--- config.mk ---
export PLATFORM = sky130hd
export DESIGN_NAME = adc_ssi_rx
export DESIGN_NICKNAME = d
export VERILOG_FILES = /design/src/adc_ssi_pkg.sv /design/src/adc_lane_deser.sv /design/src/adc_sample_format.sv /design/src/adc_sample_handoff.sv /design/src/adc_ssi_rx.sv
export VERILOG_INCLUDE_DIRS = /design/src
export SDC_FILE = /design/constraint.sdc
export NUM_CORES = 1
export LEC_CHECK = 0
export BUFFER_PORTS_ARGS = -buffer_cell sky130_fd_sc_hd__buf_2
export CAP_MARGIN = 20
export CORE_AREA = 2 2 90 83
export CTS_BUF_LIST = sky130_fd_sc_hd__clkbuf_16
export DETAILED_ROUTE_END_ITERATION = 8
export DIE_AREA = 0 0 92 85
export PLACE_DENSITY_LB_ADDON = 0.15
export SLEW_MARGIN = 20
export SYNTH_ARGS = -nofsm -noshare
export SYNTH_HDL_FRONTEND = slang
export SYNTH_SLANG_ARGS = --single-unit
export TNS_END_PERCENT = 20
--- constraint.sdc ---
create_clock -name ssi_clk -period 3.22 [get_ports ssi_clk]
set_input_delay 0.805 -clock ssi_clk [delete_from_list [all_inputs] [get_ports ssi_clk]]
set_output_delay 0.805 -clock ssi_clk [all_outputs]
set_load 0.02 [all_outputs]
--- src/adc_ssi_macros.svh ---
// ******************************
// Width and lane count macros for the ADC serial receive path
// ******************************

`ifndef ADC_SSI_MACROS_SVH
`define ADC_SSI_MACROS_SVH

// Bits per conversion result as shifted out by the ADC
`define ADC_SAMPLE_WIDTH 20

// Width of the sign-extended sample handed to the consumer
`define ADC_OUT_WIDTH 24

// Number of active data lanes, 1 (da only) or 2 (da and db)
// With two lanes da carries bit i and db carries bit i-1 in the same cycle
`define ADC_LANES 2

// Width of the wrapping frame sequence number
`define ADC_SEQ_WIDTH 4

`endif

--- src/adc_ssi_pkg.sv ---
// ******************************
// Shared types: raw word union, lane bits and output sample
// ******************************

`include "adc_ssi_macros.svh"

package adc_ssi_pkg;

  // ******************************
  // Raw conversion word
  // ******************************

  // The ADC word is interpreted in one of two number formats
  // Both views cover the same bits, the formatter picks one at run time
  typedef union packed {
    // Unsigned offset binary, mid scale is 80000 hex
    logic        [`ADC_SAMPLE_WIDTH-1:0] ob;
    // Signed two's complement, zero is 00000 hex
    logic signed [`ADC_SAMPLE_WIDTH-1:0] tc;
  } adc_raw_u;

  // ******************************
  // Lane and output words
  // ******************************

  // Bits seen on the data lanes in one ssi_clk cycle
  // db is ignored when only one lane is in use
  typedef struct packed {
    logic da;
    logic db;
  } adc_lane_bits_t;

  // Sample presented on the req/ack output
  typedef struct packed {
    // Sign-extended conversion result
    logic signed [`ADC_OUT_WIDTH-1:0] sample;
    // Frame number, wraps and shows gaps where frames were dropped
    logic        [`ADC_SEQ_WIDTH-1:0] seq;
  } adc_sample_t;

endpackage

--- src/adc_lane_deser.sv ---
// ******************************
// Lane deserializer, one raw word per conversion frame
// ******************************

`timescale 1ns/1ps

`include "adc_ssi_macros.svh"

module adc_lane_deser (
  input  logic                        ssi_clk,
  input  logic                        arst_n,
  input  logic                        cnv,
  input  adc_ssi_pkg::adc_lane_bits_t lanes,
  output logic                        raw_valid,
  output adc_ssi_pkg::adc_raw_u       raw
);

  localparam int W     = `ADC_SAMPLE_WIDTH;
  localparam int LANES = `ADC_LANES;
  // Number of ssi_clk cycles that carry data in one frame
  localparam int NBITS = W / LANES;
  localparam int CNT_W = $clog2(NBITS + 1);

  logic [LANES-1:0] lane_bits;
  logic [W-1:0]     shift_q;
  logic [W-1:0]     shift_d;
  logic [CNT_W-1:0] cnt_q;
  logic             active;
  logic             last_bit;

  // ******************************
  // Lane selection
  // ******************************

  // With two lanes da holds the more significant bit of the pair
  generate
    if (LANES == 2) begin : g_two_lanes
      assign lane_bits = {lanes.da, lanes.db};
    end else begin : g_one_lane
      assign lane_bits = lanes.da;
    end
  endgenerate

  // MSB arrives first, so new bits enter at the bottom and move up
  assign shift_d = {shift_q[W-LANES-1:0], lane_bits};

  // The counter is non zero for the data cycles of a frame
  assign active   = (cnt_q != '0);
  // Final data cycle of the frame
  assign last_bit = (cnt_q == CNT_W'(1));

  // ******************************
  // Frame control
  // ******************************

  always_ff @(posedge ssi_clk or negedge arst_n) begin
    if (!arst_n) begin
      cnt_q     <= '0;
      raw_valid <= 1'b0;
    end else begin
      raw_valid <= 1'b0;
      // A strobe always starts a fresh frame, even in the middle of one
      if (cnv) begin
        cnt_q <= CNT_W'(NBITS);
      end else if (active) begin
        cnt_q <= cnt_q - 1'b1;
      end
      // The word is complete with the last bit, unless a new strobe cut it off
      if (!cnv && last_bit) begin
        raw_valid <= 1'b1;
      end
    end
  end

  // ******************************
  // Data path
  // ******************************

  // Every data cycle overwrites LANES bits, so a full frame replaces the whole word
  // Leftover bits from an aborted frame are pushed out by the restarted one
  always_ff @(posedge ssi_clk) begin
    if (active) begin
      shift_q <= shift_d;
    end
    // Take the word including the bits of the last cycle, saving one cycle of latency
    if (!cnv && last_bit) begin
      raw.ob <= shift_d;
    end
  end

endmodule

--- src/adc_sample_format.sv ---
// ******************************
// Number format decode and sign extension
// ******************************

`timescale 1ns/1ps

`include "adc_ssi_macros.svh"

module adc_sample_format (
  input  logic                            ssi_clk,
  input  logic                            arst_n,
  input  logic                            raw_valid,
  input  adc_ssi_pkg::adc_raw_u           raw,
  input  logic                            fmt_twos,
  output logic                            fmt_valid,
  output logic signed [`ADC_OUT_WIDTH-1:0] fmt_sample
);

  localparam int W  = `ADC_SAMPLE_WIDTH;
  localparam int OW = `ADC_OUT_WIDTH;

  logic [W-1:0]  ob_word;
  logic [OW-1:0] ext_ob;
  logic [OW-1:0] ext_tc;

  // Offset binary becomes two's complement by flipping the MSB
  assign ob_word = {~raw.ob[W-1], raw.ob[W-2:0]};

  // Replicate the resulting sign bit into the upper bits
  assign ext_ob = {{(OW-W){ob_word[W-1]}}, ob_word};
  assign ext_tc = {{(OW-W){raw.tc[W-1]}}, raw.tc};

  // Valid follows the raw word by exactly one cycle
  always_ff @(posedge ssi_clk or negedge arst_n) begin
    if (!arst_n) begin
      fmt_valid <= 1'b0;
    end else begin
      fmt_valid <= raw_valid;
    end
  end

  // fmt_twos is quasi static, it is only looked at when a word arrives
  always_ff @(posedge ssi_clk) begin
    if (raw_valid) begin
      fmt_sample <= fmt_twos ? ext_tc : ext_ob;
    end
  end

endmodule

--- src/adc_sample_handoff.sv ---
// ******************************
// Sample holding register with four-phase req/ack output
// ******************************

`timescale 1ns/1ps

`include "adc_ssi_macros.svh"

module adc_sample_handoff (
  input  logic                             ssi_clk,
  input  logic                             arst_n,
  input  logic                             fmt_valid,
  input  logic signed [`ADC_OUT_WIDTH-1:0] fmt_sample,
  output logic                             out_req,
  input  logic                             out_ack,
  output adc_ssi_pkg::adc_sample_t         out_data,
  output logic                             overrun
);

  localparam int SW = `ADC_SEQ_WIDTH;

  logic [SW-1:0] seq_q;
  logic          idle;

  // A new transfer may only start once both phases have returned low
  assign idle = !out_req && !out_ack;

  // ******************************
  // Handshake and status
  // ******************************

  always_ff @(posedge ssi_clk or negedge arst_n) begin
    if (!arst_n) begin
      seq_q   <= '0;
      out_req <= 1'b0;
      overrun <= 1'b0;
    end else begin
      // Every frame gets a number, delivered or not
      if (fmt_valid) begin
        seq_q <= seq_q + 1'b1;
      end
      if (fmt_valid && idle) begin
        // Phase one, offer the sample
        out_req <= 1'b1;
      end else if (out_req && out_ack) begin
        // Phase three, withdraw the request after the acknowledge
        out_req <= 1'b0;
      end
      // A sample that finds the handshake busy is lost and the flag sticks
      if (fmt_valid && !idle) begin
        overrun <= 1'b1;
      end
    end
  end

  // ******************************
  // Holding register
  // ******************************

  // Loaded only when idle, so the data stays put for the whole transfer
  always_ff @(posedge ssi_clk) begin
    if (fmt_valid && idle) begin
      out_data.sample <= fmt_sample;
      out_data.seq    <= seq_q;
    end
  end

endmodule

--- src/adc_ssi_rx.sv ---
// ******************************
// Receive path top: deserializer, formatter and handoff
// ******************************

`timescale 1ns/1ps

`include "adc_ssi_macros.svh"

module adc_ssi_rx (
  input  logic                        ssi_clk,
  input  logic                        arst_n,
  input  logic                        cnv,
  input  adc_ssi_pkg::adc_lane_bits_t lanes,
  input  logic                        fmt_twos,
  output logic                        out_req,
  input  logic                        out_ack,
  output adc_ssi_pkg::adc_sample_t    out_data,
  output logic                        overrun
);

  import adc_ssi_pkg::*;

  // Deserializer to formatter
  logic     raw_valid;
  adc_raw_u raw;

  // Formatter to handoff
  logic                             fmt_valid;
  logic signed [`ADC_OUT_WIDTH-1:0] fmt_sample;

  // Collects the lane bits of one frame into a raw word
  adc_lane_deser u_deser (
    .ssi_clk   (ssi_clk),
    .arst_n    (arst_n),
    .cnv       (cnv),
    .lanes     (lanes),
    .raw_valid (raw_valid),
    .raw       (raw)
  );

  // Interprets the raw word and widens it to the output width
  adc_sample_format u_format (
    .ssi_clk    (ssi_clk),
    .arst_n     (arst_n),
    .raw_valid  (raw_valid),
    .raw        (raw),
    .fmt_twos   (fmt_twos),
    .fmt_valid  (fmt_valid),
    .fmt_sample (fmt_sample)
  );

  // Numbers the sample and passes it to the consumer
  adc_sample_handoff u_handoff (
    .ssi_clk    (ssi_clk),
    .arst_n     (arst_n),
    .fmt_valid  (fmt_valid),
    .fmt_sample (fmt_sample),
    .out_req    (out_req),
    .out_ack    (out_ack),
    .out_data   (out_data),
    .overrun    (overrun)
  );

endmodule

Word-level counts from Yosys, hierarchy flattened
Cells that the tools add are included.
{"block": "totals", "output_inout_bits": 30, "word_cells": 33, "input_bits": 7, "ff_bits": 102}
{"block": "classes", "eq_ne": 1, "n_reduce_logical": 12, "add_sub_neg": 2, "n_bitwise": 1, "n_mux": 6}
{"op": "$mux 24", "n": 1}
{"op": "$mux 4", "n": 2}
{"op": "$logic_and 1x1->1", "n": 5}
{"op": "$add 4x1->4 const B", "n": 1}
{"op": "$eq 4x1->1 const B", "n": 1}
{"op": "$logic_not 1->1", "n": 4}
{"op": "$reduce_bool 2->1", "n": 2}
{"op": "$reduce_bool 4->1", "n": 1}
{"op": "$sub 4x1->4 const B", "n": 1}
{"op": "$mux 1", "n": 3}
{"op": "$not 1->1", "n": 1}

Depth between registers and ports, before layout
Gate-level depths: netlist of run 1.
{"block": "logic_depth", "depth_word": 4, "depth_mapped": 4, "mapped_depth_nobuf": 4}

Hierarchy
From an unflattened synthesis of run 1, not the netlist that was laid out.
{"block": "hier_totals", "hier_cells": 135, "hier_area_um2": 3158.0}
{"module": "adc_lane_deser", "seq_area_each_um2": 1266.2, "n_inst": 1, "cells_per_inst": 63, "area_each_um2": 1416.4}
{"module": "adc_sample_handoff", "seq_area_each_um2": 991.0, "n_inst": 1, "cells_per_inst": 46, "area_each_um2": 1077.3}
{"module": "adc_sample_format", "seq_area_each_um2": 625.6, "n_inst": 1, "cells_per_inst": 26, "area_each_um2": 664.4}

Worst setup path after synthesis of run 1
Ideal clock, no wire load.
{"block": "synth_timing", "path_type": "input to register", "startpoint": "input port cnv", "endpoint": "register u_deser.raw[0] (netlist bit), enable pin", "required_time_ns": 2.762, "path_stages": 1, "setup_ns": 0.458, "slack_ns": -0.292, "n_path_buf": 0, "arrival_ns": 3.054, "path_cell_list": "nor4b_1"}
{"block": "synth_via", "elab_chain_cells": 2}
{"item": "start, declared", "line": "adc_ssi_rx.sv:12", "rtl": "input logic cnv,"}
{"item": "$logic_not 1->1", "line": "adc_lane_deser.sv:86", "rtl": "if (!cnv && last_bit) begin"}
{"item": "$logic_and 1x1->1", "line": "adc_lane_deser.sv:86"}
{"item": "end, declared", "line": "adc_lane_deser.sv:15", "rtl": "output adc_ssi_pkg::adc_raw_u raw"}
Every way passes these cells.
A chain may end at the register's enable or synchronous reset.

Worst setup path after layout of run 1
{"block": "layout_timing", "startpoint": "register u_deser.cnt_q[0]", "endpoint": "register u_deser.shift_q[9], enable pin"}
{"block": "layout_via", "elab_chain_cells": 1}
{"item": "start, declared", "line": "adc_lane_deser.sv:27", "rtl": "logic [CNT_W-1:0] cnt_q;"}
{"item": "start signal, assigned", "line": "adc_lane_deser.sv:64", "rtl": "cnt_q <= CNT_W'(NBITS);"}
{"item": "start signal, assigned", "line": "adc_lane_deser.sv:66", "rtl": "cnt_q <= cnt_q - 1'b1;"}
{"item": "$reduce_bool 4->1", "line": "adc_lane_deser.sv:48", "rtl": "assign active = (cnt_q != '0);"}
{"item": "named net u_deser.active", "line": "adc_lane_deser.sv:28", "rtl": "logic active;"}
{"item": "end signal, assigned", "line": "adc_lane_deser.sv:83", "rtl": "shift_q <= shift_d;"}
{"item": "end, declared", "line": "adc_lane_deser.sv:25", "rtl": "logic [W-1:0] shift_q;"}
The timed path passes the listed nets, and every way through them passes these cells.

==> qor.yml, run 1 <==
gp_congestion: 0.690
cts_setup_buffers: 0
finalPower_uw: 2430
cts_resized: 0
wl_per_cell_microns: 14.2
dr.first_iter.drc_count: 150
arrival_ns: 1.80
max_stage_delay_ns: 0.53
rsz0062_at_grt: "no"
status: "complete, no violations"
clkTransAtPathRegs_ns: 0.06
ys_warn_count: 0
area_delta_synth_final_pct: 18.7
syn_nets: 141
setup_viol: 0
cts-root-buf: "clkbuf_16"
hold_viol: 0
worstSetupPathType: "reg -> reg"
cts_buffers: 9
yosys.area.top_type_share_pct: 81.2
crit_top_cell: "inv_1"
grt_pass1_wl_mm: 6.27
die_area_sq_um: 7820
clock_skew_ns: 0.00769
max_freq_ghz: 0.542
numClockSinks: 94
clock_latency_ns: 0.33
finalCritPeriodShare_pct: 57.3
track_usage_pct: 11.2
vias: 1237
n_antenna_cell: 0
fin_crit_ns: 1.85
leakagePower_uw: 0.00132
netlist_instances: 131
ys_seq_elements: 94
vias_per_cell: 4.51
start_util_pct: 44.0
h-tree-depth: 3
port_buffers: 36
relSlewSlack_pct: 43.7
die_w_microns: 92
nets: 186
ant_nets: 0
synthDistinctLibCells: 24
grt_max_degree: 25
synth_area_sq_um: 3030
first_pass_iters: 4
power_density_nw_per_um2: 674
path_cells: "inv_1, ha_1, nor3b_2, inv_1"
worst_pin_slew_ns: 0.844
start_kind: "flop"
crit_family: "buffers and inverters"
drv_slew: 0
drv_cap: 0
hp-class: "in -> async"
path_max_fanout: 18
ctsHoldBuffers: 0
synthTopCellsByArea: "edfxtp_1, dfrtp_1, ha_1"
fp-row-count: 29
grt_pass1_vias: 1305
grt-ovfl-total: 0
tns_ns: 0
cts_tree: "yes"
cp_num_buf_inv: 2
r2r_end: "u_deser.shift_q[9]"
r2r-start: "u_deser.cnt_q[0]"
core_area_sq_um: 6890
antenna_found_initial: 0
yosys.area.top_type: "edfxtp_1"
drc: 0
fp.dieH_microns: 85
drt_wl_total_mm: 3.90
critical_path_required_ns: 3.17
rr_worst_depth: 4
rrSetupSlack_ns: 1.37
ys_seq_area_share_pct: 91.1
avgSynthCellArea_sq_um: 23.1
crit_slowest_cell: "inv_1"
drive_gt1_share_pct: 30.9
end_kind: "flop"
irDropWorstVdd_mv: 0.273
ctsLongestPathBuffers: 2
top_level_ports: 37
[how the worst max path moves through the flow]
| stage | startpoint | end | slack [ns] | cells past startpoint |
|---|---|---|---|---|
| floorplan | out_ack | u_handoff.out_data[0] | 0.15 | 1 |
| global placement | cnv | u_deser.raw[16] | 1.38 | 3 |
| detailed placement | cnv | u_deser.raw[12] | 1.34 | 3 |
| CTS | u_deser.cnt_q[0] | u_deser.shift_q[15] | 1.36 | 4 |
| global route | u_deser.cnt_q[0] | u_deser.shift_q[9] | 1.26 | 4 |
| finish | u_deser.cnt_q[0] | u_deser.shift_q[9] | 1.37 | 4 |
[cell usage after synthesis]
master and number:
nor4b_1 1, o31a_1 1, nor3_1 1, nand4_1 1
xnor2_1 3, a21oi_1 1, nand3b_1 1, nor3b_2 1
buf_4 4, inv_1 3, mux2_2 1, mux2_1 1
nor2_1 5, nor3b_1 1, xor2_1 1, ha_1 3
nand2_1 1, edfxtp_1 82, o21ai_0 1, nand2b_1 2
nor2b_1 2, dfrtp_1 12, mux2i_1 1, a211o_1 1
[area by class of cell]
type | count | area, sq um
clock buffer | 9 | 225
clock inverter | 7 | 41.3
fill | 581 | 3290
inverter | 3 | 11.3
multi-input combinational | 30 | 248
sequential | 94 | 2760
tap | 93 | 116
timing repair buffer | 38 | 195
[registers in the layout (all words and copies together), names as in the netlist]
signal and flops:
u_format.fmt_sample 20, u_deser.shift_q 18, u_deser.cnt_q 4, u_deser.raw_valid 1, u_format.fmt_valid 1, u_handoff.seq_q 4
u_handoff.overrun 1, u_handoff.out_req 1, u_handoff.out_data 24, u_deser.raw 20
[kinds of logic (layout without fill, tap and decap cells)]
kind of cell    Yosys count  in the layout  share of synthesized area, %
buf+inv                   7             57                          1.36
flops                    94             94                          91.1
fa+ha+maj                 3              3                          1.24
simple gates             16             16                          3.14
compound gates            4              4                         0.908
mux                       3              3                          1.07
xor+xnor                  4              4                          1.16
[metrics by stage]
step	std cells	setup slack (ns)	util, %	cell area [sq um]	hold WS [ns]
after global routing	274	1.26	52.2	3600	0.361
final	274	1.37	52.2	3600	0.344
after detailed placement	258	1.34	48.3	3330	0.405
after CTS	274	1.36	52.2	3600	0.347
after floorplan	131	0.146	-	3040	0.400
after global placement	258	1.38	48.3	3330	0.401
[where the power goes]
group,internal [uW],switching (uW)
clock network,516,406
registers,1400,42.5
logic,29.4,35.7
[cell usage in the layout, fill, tap and decap left out, types with 3 or more instances in the layout]
cell type and n:
buf_2 36, clkbuf_16 9, dfrtp_1 12, edfxtp_1 82, ha_1 3, inv_1 5
nor2_1 5, xnor2_1 3
[routing by layer]
metal	global-route usage [%]	up-vias	share of wire (%)
met5	0	-	0
met4	9.77	0	3.6
met3	3.02	11	4.3
met2	17.6	33	50
met1	12.6	610	42
li1	-	583	-
Power figures use the tool's default switching activity.
==> inputs of run 2 (changes only) <==
--- a/config.mk
+++ b/config.mk
@@ -6,12 +6,13 @@
 export SDC_FILE = /design/constraint.sdc
 export NUM_CORES = 1
 export LEC_CHECK = 0
+export ABC_AREA = 1
 export BUFFER_PORTS_ARGS = -buffer_cell sky130_fd_sc_hd__buf_2
 export CAP_MARGIN = 20
-export CORE_AREA = 2 2 90 83
+export CORE_AREA = 2 2 90 84
 export CTS_BUF_LIST = sky130_fd_sc_hd__clkbuf_16
 export DETAILED_ROUTE_END_ITERATION = 8
-export DIE_AREA = 0 0 92 85
+export DIE_AREA = 0 0 92 86
 export PLACE_DENSITY_LB_ADDON = 0.15
 export SLEW_MARGIN = 20
 export SYNTH_ARGS = -nofsm -noshare
==> constraint.sdc (replaced) <==
create_clock -name ssi_clk -period 1.7 [get_ports ssi_clk]
set_input_delay 0.425 -clock ssi_clk [delete_from_list [all_inputs] [get_ports ssi_clk]]
set_output_delay 0.425 -clock ssi_clk [all_outputs]
set_load 0.02 [all_outputs]
==> qor.yml, run 2 <==
die_w_microns: 92  # unchanged
hold-path-cell-count: 1
r2r-start: "u_deser.cnt_q[0]"
start_util_pct: 44.2  # +0.24 points
cts-root-buf: "clkbuf_16"
synth-main-ff-cell: "edfxtp_1"
core_area_sq_um: 6890  # unchanged
dr.first_iter.drc_count: 85  # -43%
port_buffers: 36  # unchanged
pwr-share-comb_pct: 3.0  # +0.3 points
numClockSinks: 94  # unchanged
dpl_cell_area_sq_um: 3380  # +1.5%
synth_area_sq_um: 3050  # +0.54%
ys_seq_elements: 94  # unchanged
ctsLongestPathBuffers: 2  # unchanged
largest_reg_flops: 24  # unchanged
utilization_pct: 53.6  # +1.4 points
clock_latency_ns: 0.33  # about the same
r2r_end: "u_deser.shift_q[14]"
switching_share_pct: 18.6  # -1.3 points
vias_per_cell: 4.55  # +0.85%
drv_slew: 0  # unchanged
yosys.area.top_type: "edfxtp_1"
fp.dieH_microns: 86  # +1.2%
final_area_sq_um: 3700  # +2.7%
holdPathEnd: "u_deser.shift_q[1]"
rr_worst_depth: 4  # unchanged
top_level_ports: 37  # unchanged
ant_nets: 0  # unchanged
synthMostInstantiatedCell: "edfxtp_1"
finalCritPeriodShare_pct: 83.0  # +26 points
arrival_ns: 1.42  # -0.38 ns
max_freq_ghz: 0.708  # +31%
drive_gt1_share_pct: 28.0  # -2.9 points
setup_ws_ns: 0.288  # -1.09 ns
rsz0062_at_grt: "no"
worstSetupPathType: "reg -> reg"
antenna_found_initial: 0  # unchanged
synthArstFlopShare_pct: 12.8  # unchanged
final_cell_mix: "edfxtp_1, buf_2, nand2_1"
leakagePower_uw: 0.00139  # +4.9%
tns_ns: 0  # unchanged
place_ws_ns: 0.306  # -1.03 ns
fp-row-count: 29  # unchanged
h-tree-depth: 3  # unchanged
ys_seq_area_share_pct: 90.6  # -0.49 points
die_area_sq_um: 7910  # +1.2%
fin_crit_ns: 1.41  # -0.435 ns
track_usage_pct: 11.2  # +0.029 points
power_frac_seq_pct: 55.8  # -3.5 points
start_kind: "flop"
synth_edf_count: 82  # unchanged
status: "complete, no violations"
cts_resized: 0  # unchanged
grt_pass1_vias: 1366  # +4.7%
p_switching_uw: 910  # +88%
yosys.area.top_type_share_pct: 80.8  # -0.43 points
power_density_nw_per_um2: 1320  # +96%
drv_cap: 0  # unchanged
wl_per_cell_microns: 13.6  # -4.8%
netlist_instances: 148  # +13%
clkTransAtPathRegs_ns: 0.06  # about the same
grt_max_degree: 25  # unchanged
cts_buffers: 9  # unchanged
critical_path_required_ns: 1.71  # -1.46 ns
vias: 1334  # +7.8%
p_int_uw: 3970  # +100%
hp-class: "in -> reg"
nets: 206  # +11%
drc: 0  # unchanged
avgSynthCellArea_sq_um: 20.6  # -11%
p_clk_share_pct: 41.1  # +3.1 points
grt-ovfl-total: 0  # unchanged
cts_tree: "yes"
syn_nets: 158  # +12%
n_antenna_cell: 0  # unchanged
first_pass_iters: 4  # unchanged
path_max_fanout: 19  # +1
hold_viol: 0  # unchanged
rrSetupSlack_ns: 0.29  # -1.09 ns
synthTopCellsByArea: "edfxtp_1, dfrtp_1, nand2_1"
gp_congestion: 0.667  # -3.3%
clock_skew_ns: 0.00532  # -0.00237 ns
top_regs: "u_handoff.out_data: 24 flops, u_deser.raw: 20 flops, u_format.fmt_sample: 20 flops"
ys_warn_count: 0  # unchanged
setup_viol: 0  # unchanged
irDropWorstVdd_mv: 0.659  # +140%
relSlewSlack_pct: 80.9  # +37 points
holdCritStartpoint: "lanes[1]"
synth_common_cells: "edfxtp_1, nand2_1, dfrtp_1"
drt_wl_total_mm: 3.97  # +1.8%
regMostFlops: "u_handoff.out_data"
synthDistinctLibCells: 17  # -29%
worst_pin_slew_ns: 0.287  # -0.557 ns
area_delta_synth_final_pct: 21.3
final_common_cell: "edfxtp_1"
grt_pass1_wl_mm: 6.37  # +1.6%
hpwl_mm: 2.54
end_kind: "flop"
-- run 2: cell types whose count changed after synthesis, moves of 2 or more --
cell	change
xnor2_1	-2
nor2b_1	-2
nand2b_1	-2
nand3_1	+5
inv_1	+7
nand2_1	+15
-- run 2: cell families after synthesis --
| family | Yosys count | share of synthesized area, % |
|---|---|---|
| AND/OR/NAND/NOR | 31 | 4.47 |
| AO/OA/AOI/OAI | 3 | 0.574 |
| adder cells (fa/ha/maj) | 3 | 1.23 |
| buffers and inverters | 14 | 2.22 |
| XOR/XNOR | 3 | 0.862 |
| flip-flops | 94 | 90.6 |
-- run 2: worst max path at each step --
stage,startpoint,end,slack [ns]
6_report,u_deser.cnt_q[0],u_deser.shift_q[14],0.29
3_5_place_dp,cnv,u_deser.raw[15],0.31
3_3_place_gp,cnv,u_deser.raw[8],0.35
2_1_floorplan,u_deser.cnt_q[1],u_deser.raw[0],0.11
4_1_cts,u_deser.cnt_q[0],u_deser.shift_q[10],0.30
5_1_grt,u_deser.cnt_q[0],u_deser.shift_q[14],0.21
-- run 2: through the flow --
step / power [uW] / hold slack, ns / std cells
6_report: 4880 / 0.289 / 293
3_5_place_dp: 2920 / 0.319 / 277
2_1_floorplan: 2840 / 0.129 / 148
3_3_place_gp: 2890 / 0.315 / 277
5_1_grt: 5060 / 0.283 / 293
4_1_cts: 4930 / 0.273 / 293
-- run 2: timing repair --
item                       in CTS  in global routing
setup endpoints to repair       0                  0
setup buffers                   0                  0
hold endpoints to repair       12                  0
hold buffers                    1                  0
-- run 2: area by class of cell --
class                   instances  area, sq um
inverters                      10         37.5
repair buffers                 41          245
clock inverters                 6         80.1
fillers                       544         3200
flip-flops and latches         94         2760
clock buffers                   9          225
well taps                      93          116
multi-input cells              40          231
-- run 2: power by group through the flow --
stage / sequential [uW] / combinational [uW] / clock [uW]
floorplan: 2760 / 84.8 / 0
global placement: 2760 / 132 / 0
detailed placement: 2770 / 145 / 0
CTS: 2730 / 148 / 2060
global route: 2740 / 173 / 2150
finish: 2730 / 148 / 2010
-- run 2: routing by layer --
| metal | GRT usage [%] | vias up | part of all wire (%) |
|---|---|---|---|
| li1 | - | 632 | - |
| met1 | 12.3 | 657 | 42 |
| met2 | 17.9 | 33 | 50 |
| met3 | 2.46 | 12 | 3.8 |
| met4 | 10.9 | 0 | 3.9 |
| met5 | 0 | - | 0 |
-- run 2: critical path: stages (launching register included) --
cell and delay (ns):
dfrtp_1 0.40, inv_1 0.07, ha_1 0.25, nand2_1 0.10, buf_4 0.26
==> inputs of run 3 (changes only) <==
==> constraint.sdc (replaced) <==
create_clock -name ssi_clk -period 1.27 [get_ports ssi_clk]
set_input_delay 0.3175 -clock ssi_clk [delete_from_list [all_inputs] [get_ports ssi_clk]]
set_output_delay 0.3175 -clock ssi_clk [all_outputs]
set_load 0.02 [all_outputs]
==> qor.yml, run 3 (synthesis results as in run 2) <==
final_area_sq_um: 3880  # +4.9%
numClockSinks: 94  # unchanged
setup_viol: 7  # +7
top_regs: "u_handoff.out_data: 24 flops, u_deser.raw: 20 flops, u_format.fmt_sample: 20 flops"
utilization_pct: 56.3  # +2.6 points
clkTransAtPathRegs_ns: 0.06  # about the same
largest_reg_flops: 24  # unchanged
worst_pin_slew_ns: 0.293  # +0.00642 ns
final_cell_mix: "edfxtp_1, buf_2, nand2_1"
clock_latency_ns: 0.33  # about the same
hold_viol: 0  # unchanged
grt_pass1_wl_mm: 6.80  # +6.8%
cts_tree: "yes"
violations: "setup timing"
crit_slowest_cell: "dfrtp_2"
fp.dieH_microns: 86  # unchanged
path_cells: "inv_1, ha_2, nand2_4, clkbuf_16"
path_max_fanout: 9  # -10
track_usage_pct: 11.7  # +0.54 points
cts_buffers: 9  # unchanged
vias_per_cell: 4.56  # +0.19%
regMostFlops: "u_handoff.out_data"
fin_crit_ns: 1.27  # -0.137 ns
antenna_found_initial: 0  # unchanged
die_area_sq_um: 7910  # unchanged
hp-class: "in -> reg"
drv_slew: 0  # unchanged
rsz0062_at_grt: "yes"
drive_gt1_share_pct: 36.1  # +8.1 points
first_pass_iters: 5  # +1
grt-ovfl-total: 0  # unchanged
cts-root-buf: "clkbuf_16"
grt_pass1_vias: 1402  # +2.6%
port_buffers: 36  # unchanged
gp_congestion: 0.774  # +16%
ctsLongestPathBuffers: 2  # unchanged
max_freq_ghz: 0.784  # +11%
vias: 1373  # +2.9%
n_antenna_cell: 0  # unchanged
top_level_ports: 37  # unchanged
irDropWorstVdd_mv: 0.964  # +46%
place_inst: 281  # +1.4%
nets: 214  # +3.9%
drc: 0  # unchanged
status: "finished with violations"
final_common_cell: "edfxtp_1"
finalCritPeriodShare_pct: 100  # +17 points
wl_per_cell_microns: 14.1  # +3.7%
drv_cap: 0  # unchanged
arrival_ns: 1.32  # -0.10 ns
end_kind: "flop"
power_density_nw_per_um2: 1780  # +35%
area_delta_synth_final_pct: 27.3
leakagePower_uw: 0.00148  # +6.2%
dr.first_iter.drc_count: 87  # +2.4%
die_w_microns: 92  # unchanged
hpwl_mm: 2.63  # +3.6%
ant_nets: 0  # unchanged
worstSetupPathType: "reg -> reg"
final_cells: 301  # +2.7%
max_stage_delay_ns: 0.41  # about the same
finalPower_uw: 6910  # +42%
grt_max_degree: 25  # unchanged
tns_ns: -0.0265  # -0.0265 ns
start_util_pct: 44.2  # unchanged
clock_skew_ns: 0.00631  # +0.000990 ns
drt_wl_total_mm: 4.23  # +6.5%
setup_ws_ns: -0.00492  # -0.293 ns
relSlewSlack_pct: 80.4  # -0.43 points
start_kind: "flop"
fp-row-count: 29  # unchanged
critical_path_required_ns: 1.32  # -0.39 ns
core_area_sq_um: 6890  # unchanged
dpl_cell_area_sq_um: 3440  # +1.8%
h-tree-depth: 3  # unchanged
==> run 3: stage by stage <==
step           hold slack, ns  setup WS, ns
2_1_floorplan          0.0219        -0.276
3_3_place_gp            0.203        0.0103
3_5_place_dp            0.216       -0.0550
4_1_cts                 0.168       -0.0116
5_1_grt                 0.172       -0.0361
6_report                0.180      -0.00492
==> run 3: worst max-delay path, delay by kind of cell (launching register included) <==
| family | cells | cell delay (ns) |
|---|---|---|
| flip-flops | 1 | 0.41 |
| buffers and inverters | 2 | 0.25 |
| adder cells (fa/ha/maj) | 1 | 0.21 |
| AND/OR/NAND/NOR | 1 | 0.11 |
==> run 3: worst paths after layout <==
kind / endpoint / startpoint / cells past startpoint / slack, ns
worst min-delay path: u_deser.raw[0] / lanes[0] / 1 / 0.18
worst min register to register: u_format.fmt_sample[15] / u_deser.raw[15] / 0 / 0.41
max in group asynchronous: u_deser.cnt_q[0] / arst_n / 2 / 0.61
worst max-delay path: u_deser.shift_q[10] / u_deser.cnt_q[0] / 4 / -0.005
worst max register to register: u_deser.shift_q[10] / u_deser.cnt_q[0] / 4 / -0.005
min in group asynchronous: u_handoff.overrun / arst_n / 2 / 0.41
==> run 3: where the power goes <==
group	internal, uW	switching (uW)	total (uW)
registers	3550	97.4	3650
clock network	1930	1060	3000
logic	114	154	267
total	5600	1310	6910
==> run 3: layout make-up <==
class                           count  area [sq um]
Sequential cell                    94          2770
Fill cell                         541          3020
Clock inverter                      6           119
Clock buffer                        9           225
Multi-Input combinational cell     40           267
Tap cell                           93           116
Inverter                           10          37.5
Timing Repair Buffer               49           349
==> run 3: metal layers <==
| metal | track usage (%) | vias up | share of wire [%] |
|---|---|---|---|
| met1 | 13.1 | 685 | 41 |
| li1 | - | 647 | - |
| met2 | 19.8 | 34 | 53 |
| met4 | 5.02 | 0 | 1.5 |
| met5 | 0 | - | 0 |
| met3 | 5.10 | 7 | 4.6 |
==> run 3: what timing repair did <==
action | in CTS | in global routing
hold endpoints to repair | 12 | 0
resized for setup | 12 | 3
endpoints found under the setup margin | 38 | 39
gates cloned | 1 | 1
hold buffers | 1 | 0
pin swaps | 3 | 4
buffers inserted | 4 | 0
